[config.mk]
export PLATFORM = sky130hd
export DESIGN_NAME = ex_stage
export DESIGN_NICKNAME = d
export VERILOG_FILES = /design/src/verilog/ex_pkg.sv /design/src/verilog/ex_alu.sv /design/src/verilog/ex_mult.sv /design/src/verilog/ex_stage.sv /design/src/verilog/ex_writeback.sv
export VERILOG_INCLUDE_DIRS = /design/src /design/src/verilog
export SDC_FILE = /design/constraint.sdc
export NUM_CORES = 2
export LEC_CHECK = 0
export ABC_AREA = 1
export BUFFER_PORTS_ARGS = -buffer_cell sky130_fd_sc_hd__buf_2
export CAP_MARGIN = 20
export CORE_UTILIZATION = 50
export CTS_BUF_LIST = sky130_fd_sc_hd__clkbuf_8
export DETAILED_ROUTE_END_ITERATION = 7
export GPL_TIMING_DRIVEN = 0
export PLACE_DENSITY_LB_ADDON = 0.25
export SLEW_MARGIN = 30
export SYNTH_ARGS = -nofsm -noshare
export SYNTH_HDL_FRONTEND = slang
export SYNTH_SLANG_ARGS = --single-unit
export TNS_END_PERCENT = 10
[constraint.sdc]
create_clock -name clk -period 18.5 [get_ports clk]
set_input_delay 4.625 -clock clk [delete_from_list [all_inputs] [get_ports clk]]
set_output_delay 4.625 -clock clk [all_outputs]
set_load 0.03 [all_outputs]
[src/verilog/ex_consts.svh]
// Shared width and sizing constants for the execute stage.
// Include this header in any file that sizes data paths, operator codes
// or the multicycle multiplier schedule.

`ifndef EX_CONSTS_SVH
`define EX_CONSTS_SVH

// Operand and result width
`define EX_DATA_W 32

// Register-file address width
// Covers the integer file plus the upper half reserved for other files
`define EX_REG_ADDR_W 6

// ALU operator code width
`define EX_ALU_OP_W 5

// Multiplier operator code width
`define EX_MULT_OP_W 3

// Partial-product steps for a high-word multiply
// Each step is one 16x16 product of operand halves
`define EX_MULT_STEPS 4

`endif

[src/verilog/ex_pkg.sv]
// Types shared across the execute stage.
// Holds the data and register address types and the operator codes
// that the ID stage drives into the ALU and the multiplier.

`include "ex_consts.svh"

package ex_pkg;

  // Operand or result word
  typedef logic [`EX_DATA_W-1:0] ex_data_t;

  // Register-file write address
  typedef logic [`EX_REG_ADDR_W-1:0] ex_reg_addr_t;

  // ALU operators, arithmetic and logic first, then the branch compares
  typedef enum logic [`EX_ALU_OP_W-1:0] {
    ALU_ADD  = 5'h00,
    ALU_SUB  = 5'h01,
    ALU_AND  = 5'h02,
    ALU_OR   = 5'h03,
    ALU_XOR  = 5'h04,
    ALU_SLL  = 5'h05,
    ALU_SRL  = 5'h06,
    ALU_SRA  = 5'h07,
    ALU_SLT  = 5'h08,
    ALU_SLTU = 5'h09,
    ALU_EQ   = 5'h10,
    ALU_NE   = 5'h11,
    ALU_LT   = 5'h12,
    ALU_GE   = 5'h13,
    ALU_LTU  = 5'h14,
    ALU_GEU  = 5'h15
  } alu_op_e;

  // Multiplier operators, high-word variants have the top bit set
  typedef enum logic [`EX_MULT_OP_W-1:0] {
    MUL_MUL    = 3'd0,
    MUL_MAC    = 3'd1,
    MUL_MULH   = 3'd4,
    MUL_MULHSU = 3'd5,
    MUL_MULHU  = 3'd6
  } mult_op_e;

endpackage

[src/verilog/ex_alu.sv]
// Integer ALU of the execute stage.
// Purely combinational: result and branch condition settle in the same
// cycle as the operands. The comparison output feeds the branch decision.

`include "ex_consts.svh"

module ex_alu (
  input  ex_pkg::alu_op_e  alu_operator_i,
  input  ex_pkg::ex_data_t operand_a_i,
  input  ex_pkg::ex_data_t operand_b_i,
  output ex_pkg::ex_data_t result_o,
  output logic             comparison_result_o
);

  import ex_pkg::*;

  localparam int SHAMT_W = $clog2(`EX_DATA_W);

  logic [SHAMT_W-1:0] shamt;
  ex_data_t           add_result;
  ex_data_t           shift_result;
  logic               is_equal;
  logic               is_less_s;
  logic               is_less_u;
  logic               cmp_result;

  ////////////////////////////////////////////////////////////////////////////
  // Adder and shifter
  ////////////////////////////////////////////////////////////////////////////

  // Only the low bits of b count as shift amount
  assign shamt = operand_b_i[SHAMT_W-1:0];

  // One adder for add and subtract
  assign add_result = (alu_operator_i == ALU_SUB) ? operand_a_i - operand_b_i
                                                  : operand_a_i + operand_b_i;

  always_comb begin
    case (alu_operator_i)
      ALU_SLL: shift_result = operand_a_i << shamt;
      ALU_SRL: shift_result = operand_a_i >> shamt;
      // Arithmetic right shift keeps the sign
      default: shift_result = $signed(operand_a_i) >>> shamt;
    endcase
  end

  ////////////////////////////////////////////////////////////////////////////
  // Comparisons
  ////////////////////////////////////////////////////////////////////////////

  // Evaluated once, shared by set-less-than and branches
  assign is_equal  = (operand_a_i == operand_b_i);
  assign is_less_s = ($signed(operand_a_i) < $signed(operand_b_i));
  assign is_less_u = (operand_a_i < operand_b_i);

  always_comb begin
    case (alu_operator_i)
      ALU_NE:  cmp_result = ~is_equal;
      ALU_LT:  cmp_result = is_less_s;
      ALU_GE:  cmp_result = ~is_less_s;
      ALU_LTU: cmp_result = is_less_u;
      ALU_GEU: cmp_result = ~is_less_u;
      // EQ and every non-branch operator report equality
      default: cmp_result = is_equal;
    endcase
  end

  assign comparison_result_o = cmp_result;

  ////////////////////////////////////////////////////////////////////////////
  // Result select
  ////////////////////////////////////////////////////////////////////////////

  always_comb begin
    case (alu_operator_i)
      ALU_ADD, ALU_SUB:          result_o = add_result;
      ALU_AND:                   result_o = operand_a_i & operand_b_i;
      ALU_OR:                    result_o = operand_a_i | operand_b_i;
      ALU_XOR:                   result_o = operand_a_i ^ operand_b_i;
      ALU_SLL, ALU_SRL, ALU_SRA: result_o = shift_result;
      ALU_SLT:                   result_o = ex_data_t'(is_less_s);
      ALU_SLTU:                  result_o = ex_data_t'(is_less_u);
      // Branch compares return the condition as a 0/1 word
      default:                   result_o = ex_data_t'(cmp_result);
    endcase
  end

endmodule

[src/verilog/ex_mult.sv]
// Integer multiplier of the execute stage.
// MUL and MAC produce the low word combinationally. The high-word ops
// run a small FSM that sums one 16x16 partial product per cycle and holds
// the upper half until the stage moves on (ex_ready_i).

`include "ex_consts.svh"

module ex_mult (
  input  logic             clk,
  input  logic             rst_n,
  input  logic             enable_i,
  input  ex_pkg::mult_op_e operator_i,
  input  ex_pkg::ex_data_t op_a_i,
  input  ex_pkg::ex_data_t op_b_i,
  input  ex_pkg::ex_data_t op_c_i,
  input  logic             ex_ready_i,
  output ex_pkg::ex_data_t result_o,
  output logic             multicycle_o,
  output logic             ready_o
);

  import ex_pkg::*;

  localparam int HALF_W  = `EX_DATA_W / 2;
  localparam int ACC_W   = 2 * `EX_DATA_W;
  localparam int PP_W    = 2 * HALF_W + 2;
  localparam int STEP_W  = $clog2(`EX_MULT_STEPS);

  typedef enum logic [1:0] {MH_IDLE, MH_STEP, MH_FINISH} mh_state_e;

  mh_state_e                state_q, state_d;
  logic [STEP_W-1:0]        step_q;
  logic [ACC_W-1:0]         acc_q;
  logic                     is_high;
  logic                     sign_a, sign_b;
  logic signed [HALF_W:0]   pp_a, pp_b;
  logic signed [PP_W-1:0]   pp;
  logic [1:0]               pp_shift;
  logic [ACC_W-1:0]         pp_ext;
  ex_data_t                 low_result;

  assign is_high = operator_i inside {MUL_MULH, MUL_MULHSU, MUL_MULHU};
  // MULHSU treats only a as signed
  assign sign_a  = operator_i inside {MUL_MULH, MUL_MULHSU};
  assign sign_b  = (operator_i == MUL_MULH);

  // Low path, a*b with optional accumulate of c
  assign low_result = op_a_i * op_b_i + ((operator_i == MUL_MAC) ? op_c_i : '0);

  ////////////////////////////////////////////////////////////////////////////
  // Partial products
  ////////////////////////////////////////////////////////////////////////////

  // Step order: lo*lo, lo*hi, hi*lo, hi*hi
  // Low halves are always unsigned, high halves extend per operator
  assign pp_a = step_q[1] ? {sign_a & op_a_i[`EX_DATA_W-1], op_a_i[`EX_DATA_W-1:HALF_W]}
                          : {1'b0, op_a_i[HALF_W-1:0]};
  assign pp_b = step_q[0] ? {sign_b & op_b_i[`EX_DATA_W-1], op_b_i[`EX_DATA_W-1:HALF_W]}
                          : {1'b0, op_b_i[HALF_W-1:0]};
  assign pp   = pp_a * pp_b;

  // Weight in half-words: number of high halves involved
  assign pp_shift = step_q[1] + step_q[0];
  assign pp_ext   = {{(ACC_W-PP_W){pp[PP_W-1]}}, pp} << (pp_shift * HALF_W);

  ////////////////////////////////////////////////////////////////////////////
  // High-word FSM
  ////////////////////////////////////////////////////////////////////////////

  always_comb begin
    state_d = state_q;
    case (state_q)
      MH_IDLE:   if (enable_i && is_high) state_d = MH_STEP;
      MH_STEP:   if (step_q == STEP_W'(`EX_MULT_STEPS - 1)) state_d = MH_FINISH;
      // Hold the result until the stage accepts it
      MH_FINISH: if (ex_ready_i) state_d = MH_IDLE;
      default:   state_d = MH_IDLE;
    endcase
  end

  always_ff @(posedge clk or negedge rst_n) begin
    if (!rst_n) begin
      state_q <= MH_IDLE;
      step_q  <= '0;
    end else begin
      state_q <= state_d;
      if (state_q == MH_STEP) begin
        step_q <= step_q + 1'b1;
      end else begin
        step_q <= '0;
      end
    end
  end

  // Accumulator, cleared when a high-word op is accepted
  always_ff @(posedge clk) begin
    if (state_q == MH_IDLE) begin
      acc_q <= '0;
    end else if (state_q == MH_STEP) begin
      acc_q <= acc_q + pp_ext;
    end
  end

  // Busy from the accepting cycle until back in idle
  assign multicycle_o = (state_q != MH_IDLE) || (enable_i && is_high);
  assign ready_o      = (state_q == MH_FINISH) || ((state_q == MH_IDLE) && !(enable_i && is_high));
  assign result_o     = is_high ? acc_q[ACC_W-1:`EX_DATA_W] : low_result;

  // ID must hold the instruction while the partial products run
  a_ops_stable : assert property (@(posedge clk) disable iff (!rst_n)
    (state_q == MH_STEP) |-> $stable(operator_i) && $stable(op_a_i) && $stable(op_b_i));

  // Ready stays low through every step and rises right after the last one
  a_high_latency : assert property (@(posedge clk) disable iff (!rst_n)
    (state_q == MH_IDLE && enable_i && is_high) |->
      !ready_o [*(`EX_MULT_STEPS + 1)] ##1 ready_o);

endmodule

[src/verilog/ex_stage.sv]
// Execute stage top level.
// Joins the ALU, the multiplier and the write-back ports, and forms the
// valid/ready stall handshake towards ID and WB. Branch decision and
// jump target go straight to the fetch side.

module ex_stage (
  input  logic                 clk,
  input  logic                 rst_n,

  // ALU inputs from ID
  input  ex_pkg::alu_op_e      alu_operator_i,
  input  ex_pkg::ex_data_t     alu_operand_a_i,
  input  ex_pkg::ex_data_t     alu_operand_b_i,
  input  ex_pkg::ex_data_t     alu_operand_c_i,
  input  logic                 alu_en_i,

  // Multiplier inputs from ID
  input  ex_pkg::mult_op_e     mult_operator_i,
  input  ex_pkg::ex_data_t     mult_operand_a_i,
  input  ex_pkg::ex_data_t     mult_operand_b_i,
  input  ex_pkg::ex_data_t     mult_operand_c_i,
  input  logic                 mult_en_i,
  output logic                 mult_multicycle_o,

  // CSR and LSU
  input  logic                 csr_access_i,
  input  ex_pkg::ex_data_t     csr_rdata_i,
  input  logic                 lsu_en_i,
  input  ex_pkg::ex_data_t     lsu_rdata_i,
  input  logic                 lsu_ready_ex_i,
  input  logic                 lsu_err_i,

  // Register-file requests from ID
  input  logic                 branch_in_ex_i,
  input  ex_pkg::ex_reg_addr_t regfile_alu_waddr_i,
  input  logic                 regfile_alu_we_i,
  input  logic                 regfile_we_i,
  input  ex_pkg::ex_reg_addr_t regfile_waddr_i,

  // Write ports
  output logic                 regfile_alu_we_fw_o,
  output ex_pkg::ex_reg_addr_t regfile_alu_waddr_fw_o,
  output ex_pkg::ex_data_t     regfile_alu_wdata_fw_o,
  output logic                 regfile_we_wb_o,
  output ex_pkg::ex_reg_addr_t regfile_waddr_wb_o,
  output ex_pkg::ex_data_t     regfile_wdata_wb_o,

  // To IF
  output ex_pkg::ex_data_t     jump_target_o,
  output logic                 branch_decision_o,

  // Stall handshake
  output logic                 ex_ready_o,
  output logic                 ex_valid_o,
  input  logic                 wb_ready_i
);

  import ex_pkg::*;

  ex_data_t alu_result;
  logic     alu_cmp_result;
  ex_data_t mult_result;
  logic     mult_ready;

  ex_alu u_alu (
    .alu_operator_i      (alu_operator_i),
    .operand_a_i         (alu_operand_a_i),
    .operand_b_i         (alu_operand_b_i),
    .result_o            (alu_result),
    .comparison_result_o (alu_cmp_result)
  );

  ex_mult u_mult (
    .clk          (clk),
    .rst_n        (rst_n),
    .enable_i     (mult_en_i),
    .operator_i   (mult_operator_i),
    .op_a_i       (mult_operand_a_i),
    .op_b_i       (mult_operand_b_i),
    .op_c_i       (mult_operand_c_i),
    .ex_ready_i   (ex_ready_o),
    .result_o     (mult_result),
    .multicycle_o (mult_multicycle_o),
    .ready_o      (mult_ready)
  );

  ex_writeback u_writeback (
    .clk                    (clk),
    .rst_n                  (rst_n),
    .alu_en_i               (alu_en_i),
    .mult_en_i              (mult_en_i),
    .csr_access_i           (csr_access_i),
    .alu_result_i           (alu_result),
    .mult_result_i          (mult_result),
    .csr_rdata_i            (csr_rdata_i),
    .lsu_rdata_i            (lsu_rdata_i),
    .regfile_alu_we_i       (regfile_alu_we_i),
    .regfile_alu_waddr_i    (regfile_alu_waddr_i),
    .regfile_we_i           (regfile_we_i),
    .lsu_err_i              (lsu_err_i),
    .ex_valid_i             (ex_valid_o),
    .wb_ready_i             (wb_ready_i),
    .regfile_waddr_i        (regfile_waddr_i),
    .regfile_alu_we_fw_o    (regfile_alu_we_fw_o),
    .regfile_alu_waddr_fw_o (regfile_alu_waddr_fw_o),
    .regfile_alu_wdata_fw_o (regfile_alu_wdata_fw_o),
    .regfile_we_wb_o        (regfile_we_wb_o),
    .regfile_waddr_wb_o     (regfile_waddr_wb_o),
    .regfile_wdata_wb_o     (regfile_wdata_wb_o)
  );

  // Branch target is precomputed by ID on operand c
  assign jump_target_o     = alu_operand_c_i;
  assign branch_decision_o = alu_cmp_result;

  // Branches finish in EX and never wait on WB
  assign ex_ready_o = (mult_ready & lsu_ready_ex_i & wb_ready_i) | branch_in_ex_i;
  assign ex_valid_o = (alu_en_i | mult_en_i | csr_access_i | lsu_en_i)
                      & (mult_ready & lsu_ready_ex_i & wb_ready_i);

endmodule

[src/verilog/ex_writeback.sv]
// Write-port logic of the execute stage.
// The forwarding port is combinational and picks CSR, multiplier or ALU
// data. The LSU port goes through the EX/WB register, which carries a
// load's write enable and address into the next cycle.

module ex_writeback (
  input  logic                 clk,
  input  logic                 rst_n,

  // Unit enables from ID
  input  logic                 alu_en_i,
  input  logic                 mult_en_i,
  input  logic                 csr_access_i,

  // Candidate write data
  input  ex_pkg::ex_data_t     alu_result_i,
  input  ex_pkg::ex_data_t     mult_result_i,
  input  ex_pkg::ex_data_t     csr_rdata_i,
  input  ex_pkg::ex_data_t     lsu_rdata_i,

  // ALU write port request
  input  logic                 regfile_alu_we_i,
  input  ex_pkg::ex_reg_addr_t regfile_alu_waddr_i,

  // LSU write port request and stage handshake
  input  logic                 regfile_we_i,
  input  logic                 lsu_err_i,
  input  logic                 ex_valid_i,
  input  logic                 wb_ready_i,
  input  ex_pkg::ex_reg_addr_t regfile_waddr_i,

  // Forwarding port, to register file and ID
  output logic                 regfile_alu_we_fw_o,
  output ex_pkg::ex_reg_addr_t regfile_alu_waddr_fw_o,
  output ex_pkg::ex_data_t     regfile_alu_wdata_fw_o,

  // LSU write port
  output logic                 regfile_we_wb_o,
  output ex_pkg::ex_reg_addr_t regfile_waddr_wb_o,
  output ex_pkg::ex_data_t     regfile_wdata_wb_o
);

  import ex_pkg::*;

  logic         we_lsu_q;
  ex_reg_addr_t waddr_lsu_q;
  logic         we_lsu_next;

  ////////////////////////////////////////////////////////////////////////////
  // Forwarding port
  ////////////////////////////////////////////////////////////////////////////

  assign regfile_alu_we_fw_o    = regfile_alu_we_i;
  assign regfile_alu_waddr_fw_o = regfile_alu_waddr_i;

  // Later checks win, so CSR beats multiplier beats ALU
  always_comb begin
    regfile_alu_wdata_fw_o = '0;
    if (alu_en_i) begin
      regfile_alu_wdata_fw_o = alu_result_i;
    end
    if (mult_en_i) begin
      regfile_alu_wdata_fw_o = mult_result_i;
    end
    if (csr_access_i) begin
      regfile_alu_wdata_fw_o = csr_rdata_i;
    end
  end

  ////////////////////////////////////////////////////////////////////////////
  // EX/WB register
  ////////////////////////////////////////////////////////////////////////////

  // A faulting load never writes
  assign we_lsu_next = regfile_we_i & ~lsu_err_i;

  always_ff @(posedge clk or negedge rst_n) begin
    if (!rst_n) begin
      we_lsu_q <= 1'b0;
    end else if (ex_valid_i) begin
      we_lsu_q <= we_lsu_next;
    end else if (wb_ready_i) begin
      // WB drained and nothing new, flush the slot
      we_lsu_q <= 1'b0;
    end
  end

  always_ff @(posedge clk) begin
    if (ex_valid_i && we_lsu_next) begin
      waddr_lsu_q <= regfile_waddr_i;
    end
  end

  assign regfile_we_wb_o    = we_lsu_q;
  assign regfile_waddr_wb_o = waddr_lsu_q;
  // Load data arrives from the LSU in the WB cycle itself
  assign regfile_wdata_wb_o = lsu_rdata_i;

  // Decoder issues at most one of ALU and multiplier per instruction
  a_one_unit : assert property (@(posedge clk) disable iff (!rst_n)
    !(alu_en_i && mult_en_i));

endmodule
==> impl_results.md <==
- Post-Route WL: 211800 um
- Clock Tree Root: clkbuf_8
- FF-to-FF Start: u_mult.step_q[0]$_DFF_PN0_
- Failing checks: design-rule violations
- Std-Cell Rows: 111
- Hold Vio Cnt, Final: 0
- Worst Setup Path Type: in -> out
- Clock-pin slew on the worst setup and hold paths: 0.09 ns
- DRC: 1
- Commonest non-fill, non-tap cells in the layout: 1722 x nand2_1, 1468 x inv_1, 737 x fa_1
- Tcrit/Tclk final: 0.9810
- Worst setup SP type: input port
- Status: complete, but fails checks
- Hold Startpoint: u_mult.acc_q[8]$_SDFFE_PN0N_
- Flops & latches, synth: 75
- Endpoints failing setup: 0
- R2R depth: 35
- Cells after Synth: 6992
- Synth Flop Type: dfxtp_1
- Largest net degree at the start of global routing: 13
- Synth-to-Final Area Change: 7.228%
- Number of synthesized flops with an enable pin: 6
- Wire length per cell: 24.73 um
- First-pass GRT wire length: 309500 um
- Via count: 49440
- Post-Layout Cell Count: 8568
- Port Buf Inserts: 308
- Placed cells: 8543
- Number of buffers created by CTS: 9
- Worst path required time: 13.88 ns
- Initial Utilization: 0.5070
- Min Tclk post-route: 18.15 ns
- Count of pins over their slew limit: 0
- GRT Overall Usage: 0.4459
- Post-cts resize count: 0
- Multi-input gate area: 37750 um^2
- CP Capture Type: output port
- DRT antenna net count: 0
- Ys Warns: 0
- Synth top area share: 0.3160
- Worst R2R Setup Slack: between 7 and 8 ns
- Actual slew at the worst max-slew pin: 1.142 ns
- Mapped Area: 46690 um^2
- Clock latency on the worst-skew pair: around 0.39 ns
- TritonRoute pass-1 iters: 8
- IO Pins: 402
- Area leader, netlist: fa_1
- Dpl hpwl: 181300 um
- Vias per inst: 5.770
- RSZ-0062 raised after global routing: false
- DRT iter0 DRCs: about 5700
- Seq/Total Area, Yosys: 0.03398
- Slew HR: 0.2334
- Asr flop ratio synth: 0.06667
- MaxCap Viol Count: 0
- Die X: 307.6 um
- Worst clock skew: 0.01338 ns
- Final nets: slightly below 9000
- Worst Path Arrival: between 10 and 15 ns
- Hold Path End: u_mult.acc_q[8]$_SDFFE_PN0N_
- Syn_nets: about 8400
- Post-CTS Setup Bufs: 0
- Share of layout cells above drive strength 1: 0.08201
- TritonCTS clock tree: built
- Die area: 94600 um^2
- Fmax: 55.10 MHz
- Hold Path Class: reg -> reg
- Post-CTS Hold Fix Bufs: 0
- Setup TNS: 0 ns
- Yosys cell types: 67
- Core Box Area: ~92000 um^2
- Max Root-Sink Buffers: 2
- Top post-synthesis cells by area: fa_1 32%, nand2_1 14%, inv_1 12%
- CTS sink cnt: 75
- Htree depth: 3
- Worst reg2reg endpoint: u_mult.acc_q[47]$_SDFFE_PN0N_
- GPL Wtd Cong: 1.108
- Syn Area/Cell: 6.677 um^2
- Initial antenna violation count: 17
- # fillers: 9291
- Most common cell after layout, fill and taps aside: nand2_1
- Register area: 1587 um^2
- Cells on Worst Hold Path: 2
- Vias in the first global route: 48940
- Die Ht: about 310 um
- Maximum fanout along the worst path: 10
- Grt ovf: 0
## stage by stage
| step | instance area, um^2 | utilization | hold WS (ns) | setup WS (ns) |
|---|---|---|---|---|
| after floorplan | 46690 | - | 0.4268 | 2.418 |
| after global placement | 49780 | 0.5407 | 0.4342 | 0.6459 |
| after detailed placement | 49810 | 0.5410 | 0.4398 | 0.6335 |
| after CTS | 50030 | 0.5433 | 0.4538 | 0.5812 |
| after global routing | 50050 | 0.5436 | 0.4669 | 0.1053 |
| final | 50060 | 0.5437 | 0.4520 | 0.3511 |
## cells by family (layout without fill, tap and decap cells)
family | Yosys count | count (layout) | share of synthesized area
flip-flops | 75 | 75 | 0.03398
AND/OR/NAND/NOR | 2712 | 2712 | 0.2349
other | 0 | 9 | 0
AO/OA/AOI/OAI | 1147 | 1147 | 0.1383
buffers and inverters | 1852 | 2176 | 0.1584
XOR/XNOR | 74 | 74 | 0.01388
adder cells (fa/ha/maj) | 1107 | 1107 | 0.4152
multiplexers | 25 | 25 | 0.005360
## how the worst max path moves through the flow
| stage | startpoint | endpoint | slack (ns) |
|---|---|---|---|
| after floorplan | mult_operator_i[2] | regfile_alu_wdata_fw_o[24] | 2.42 |
| after global placement | mult_operator_i[2] | regfile_alu_wdata_fw_o[24] | 0.65 |
| after detailed placement | mult_operator_i[1] | regfile_alu_wdata_fw_o[24] | 0.63 |
| after CTS | mult_operator_i[1] | regfile_alu_wdata_fw_o[24] | 0.58 |
| after global routing | mult_operator_i[1] | regfile_alu_wdata_fw_o[25] | 0.11 |
| final | mult_operand_b_i[3] | regfile_alu_wdata_fw_o[25] | 0.35 |
## critical path: stages
cell      delay (ns)
buf_2           0.15
clkbuf_1        0.63
buf_1           0.78
nand2_1         0.17
fa_1            0.59
fa_1            0.45
fa_1            0.49
inv_1           0.07
fa_1            0.55
inv_1           0.07
fa_1            0.52
inv_1           0.06
fa_1            0.56
fa_1            0.45
fa_1            0.55
ha_1            0.46
nand2_1         0.14
nor4_1          0.55
nand4_1         0.19
nand3_1         0.17
a21o_1          0.14
o21ai_0         0.20
a21oi_1         0.59
a21oi_1         0.15
buf_2           0.20
## layout make-up
type                       instances  share of cell area
tap                             1243             0.03107
buffer                           351             0.03519
multi-input combinational       5065              0.7540
sequential                        75             0.03169
timing repair buffer             308             0.03079
antenna                            9           0.0004499
clock inverter                     4           0.0009497
inverter                        1501              0.1126
clock buffer                      12            0.003299
## synthesized netlist by cell type (all sizes together) (2+ instances only)
cell and count:
nand3 251, buf 183, nor3b 2, o211ai 48
and2 2, mux2i 25, and3 4, o2111ai 2
clkinv 15, dfrtp 5, xor2 47, o221ai 18
xnor2 27, o311ai 3, inv 1486, nand3b 12
a21oi 411, or2 52, nor4 13, o31ai 5
o21bai 18, o22ai 30, a21o 21, dfxtp 64
nand2 1726, a21boi 14, nand4 26, a221oi 13
fa 737, a31oi 35, a22o 6, o21ai 487
ha 370, edfxtp 6, a211oi 8, clkbuf 168
nor3 36, nor2 587, o21a 24
## state kept, by name, summed over array words and instances (netlist names)
| register | cells |
|---|---|
| u_writeback.regfile_we_wb_o | 1 |
| u_writeback.regfile_waddr_wb_o | 6 |
| u_mult.state_q | 2 |
| u_mult.acc_q | 64 |
| u_mult.step_q | 2 |
## metal layers
metal | vias up | track usage | share of wire
met5 | - | 0 | 0.00034
met4 | 12 | 0.2869 | 0.079
met3 | 764 | 0.1130 | 0.12
met2 | 3188 | 0.6826 | 0.43
met1 | 23480 | 0.5592 | 0.38
li1 | 21990 | - | -
Power is left out: the tool's default activity adds up to more than one toggle a clock period on the data nets, which glitch-free logic cannot reach.
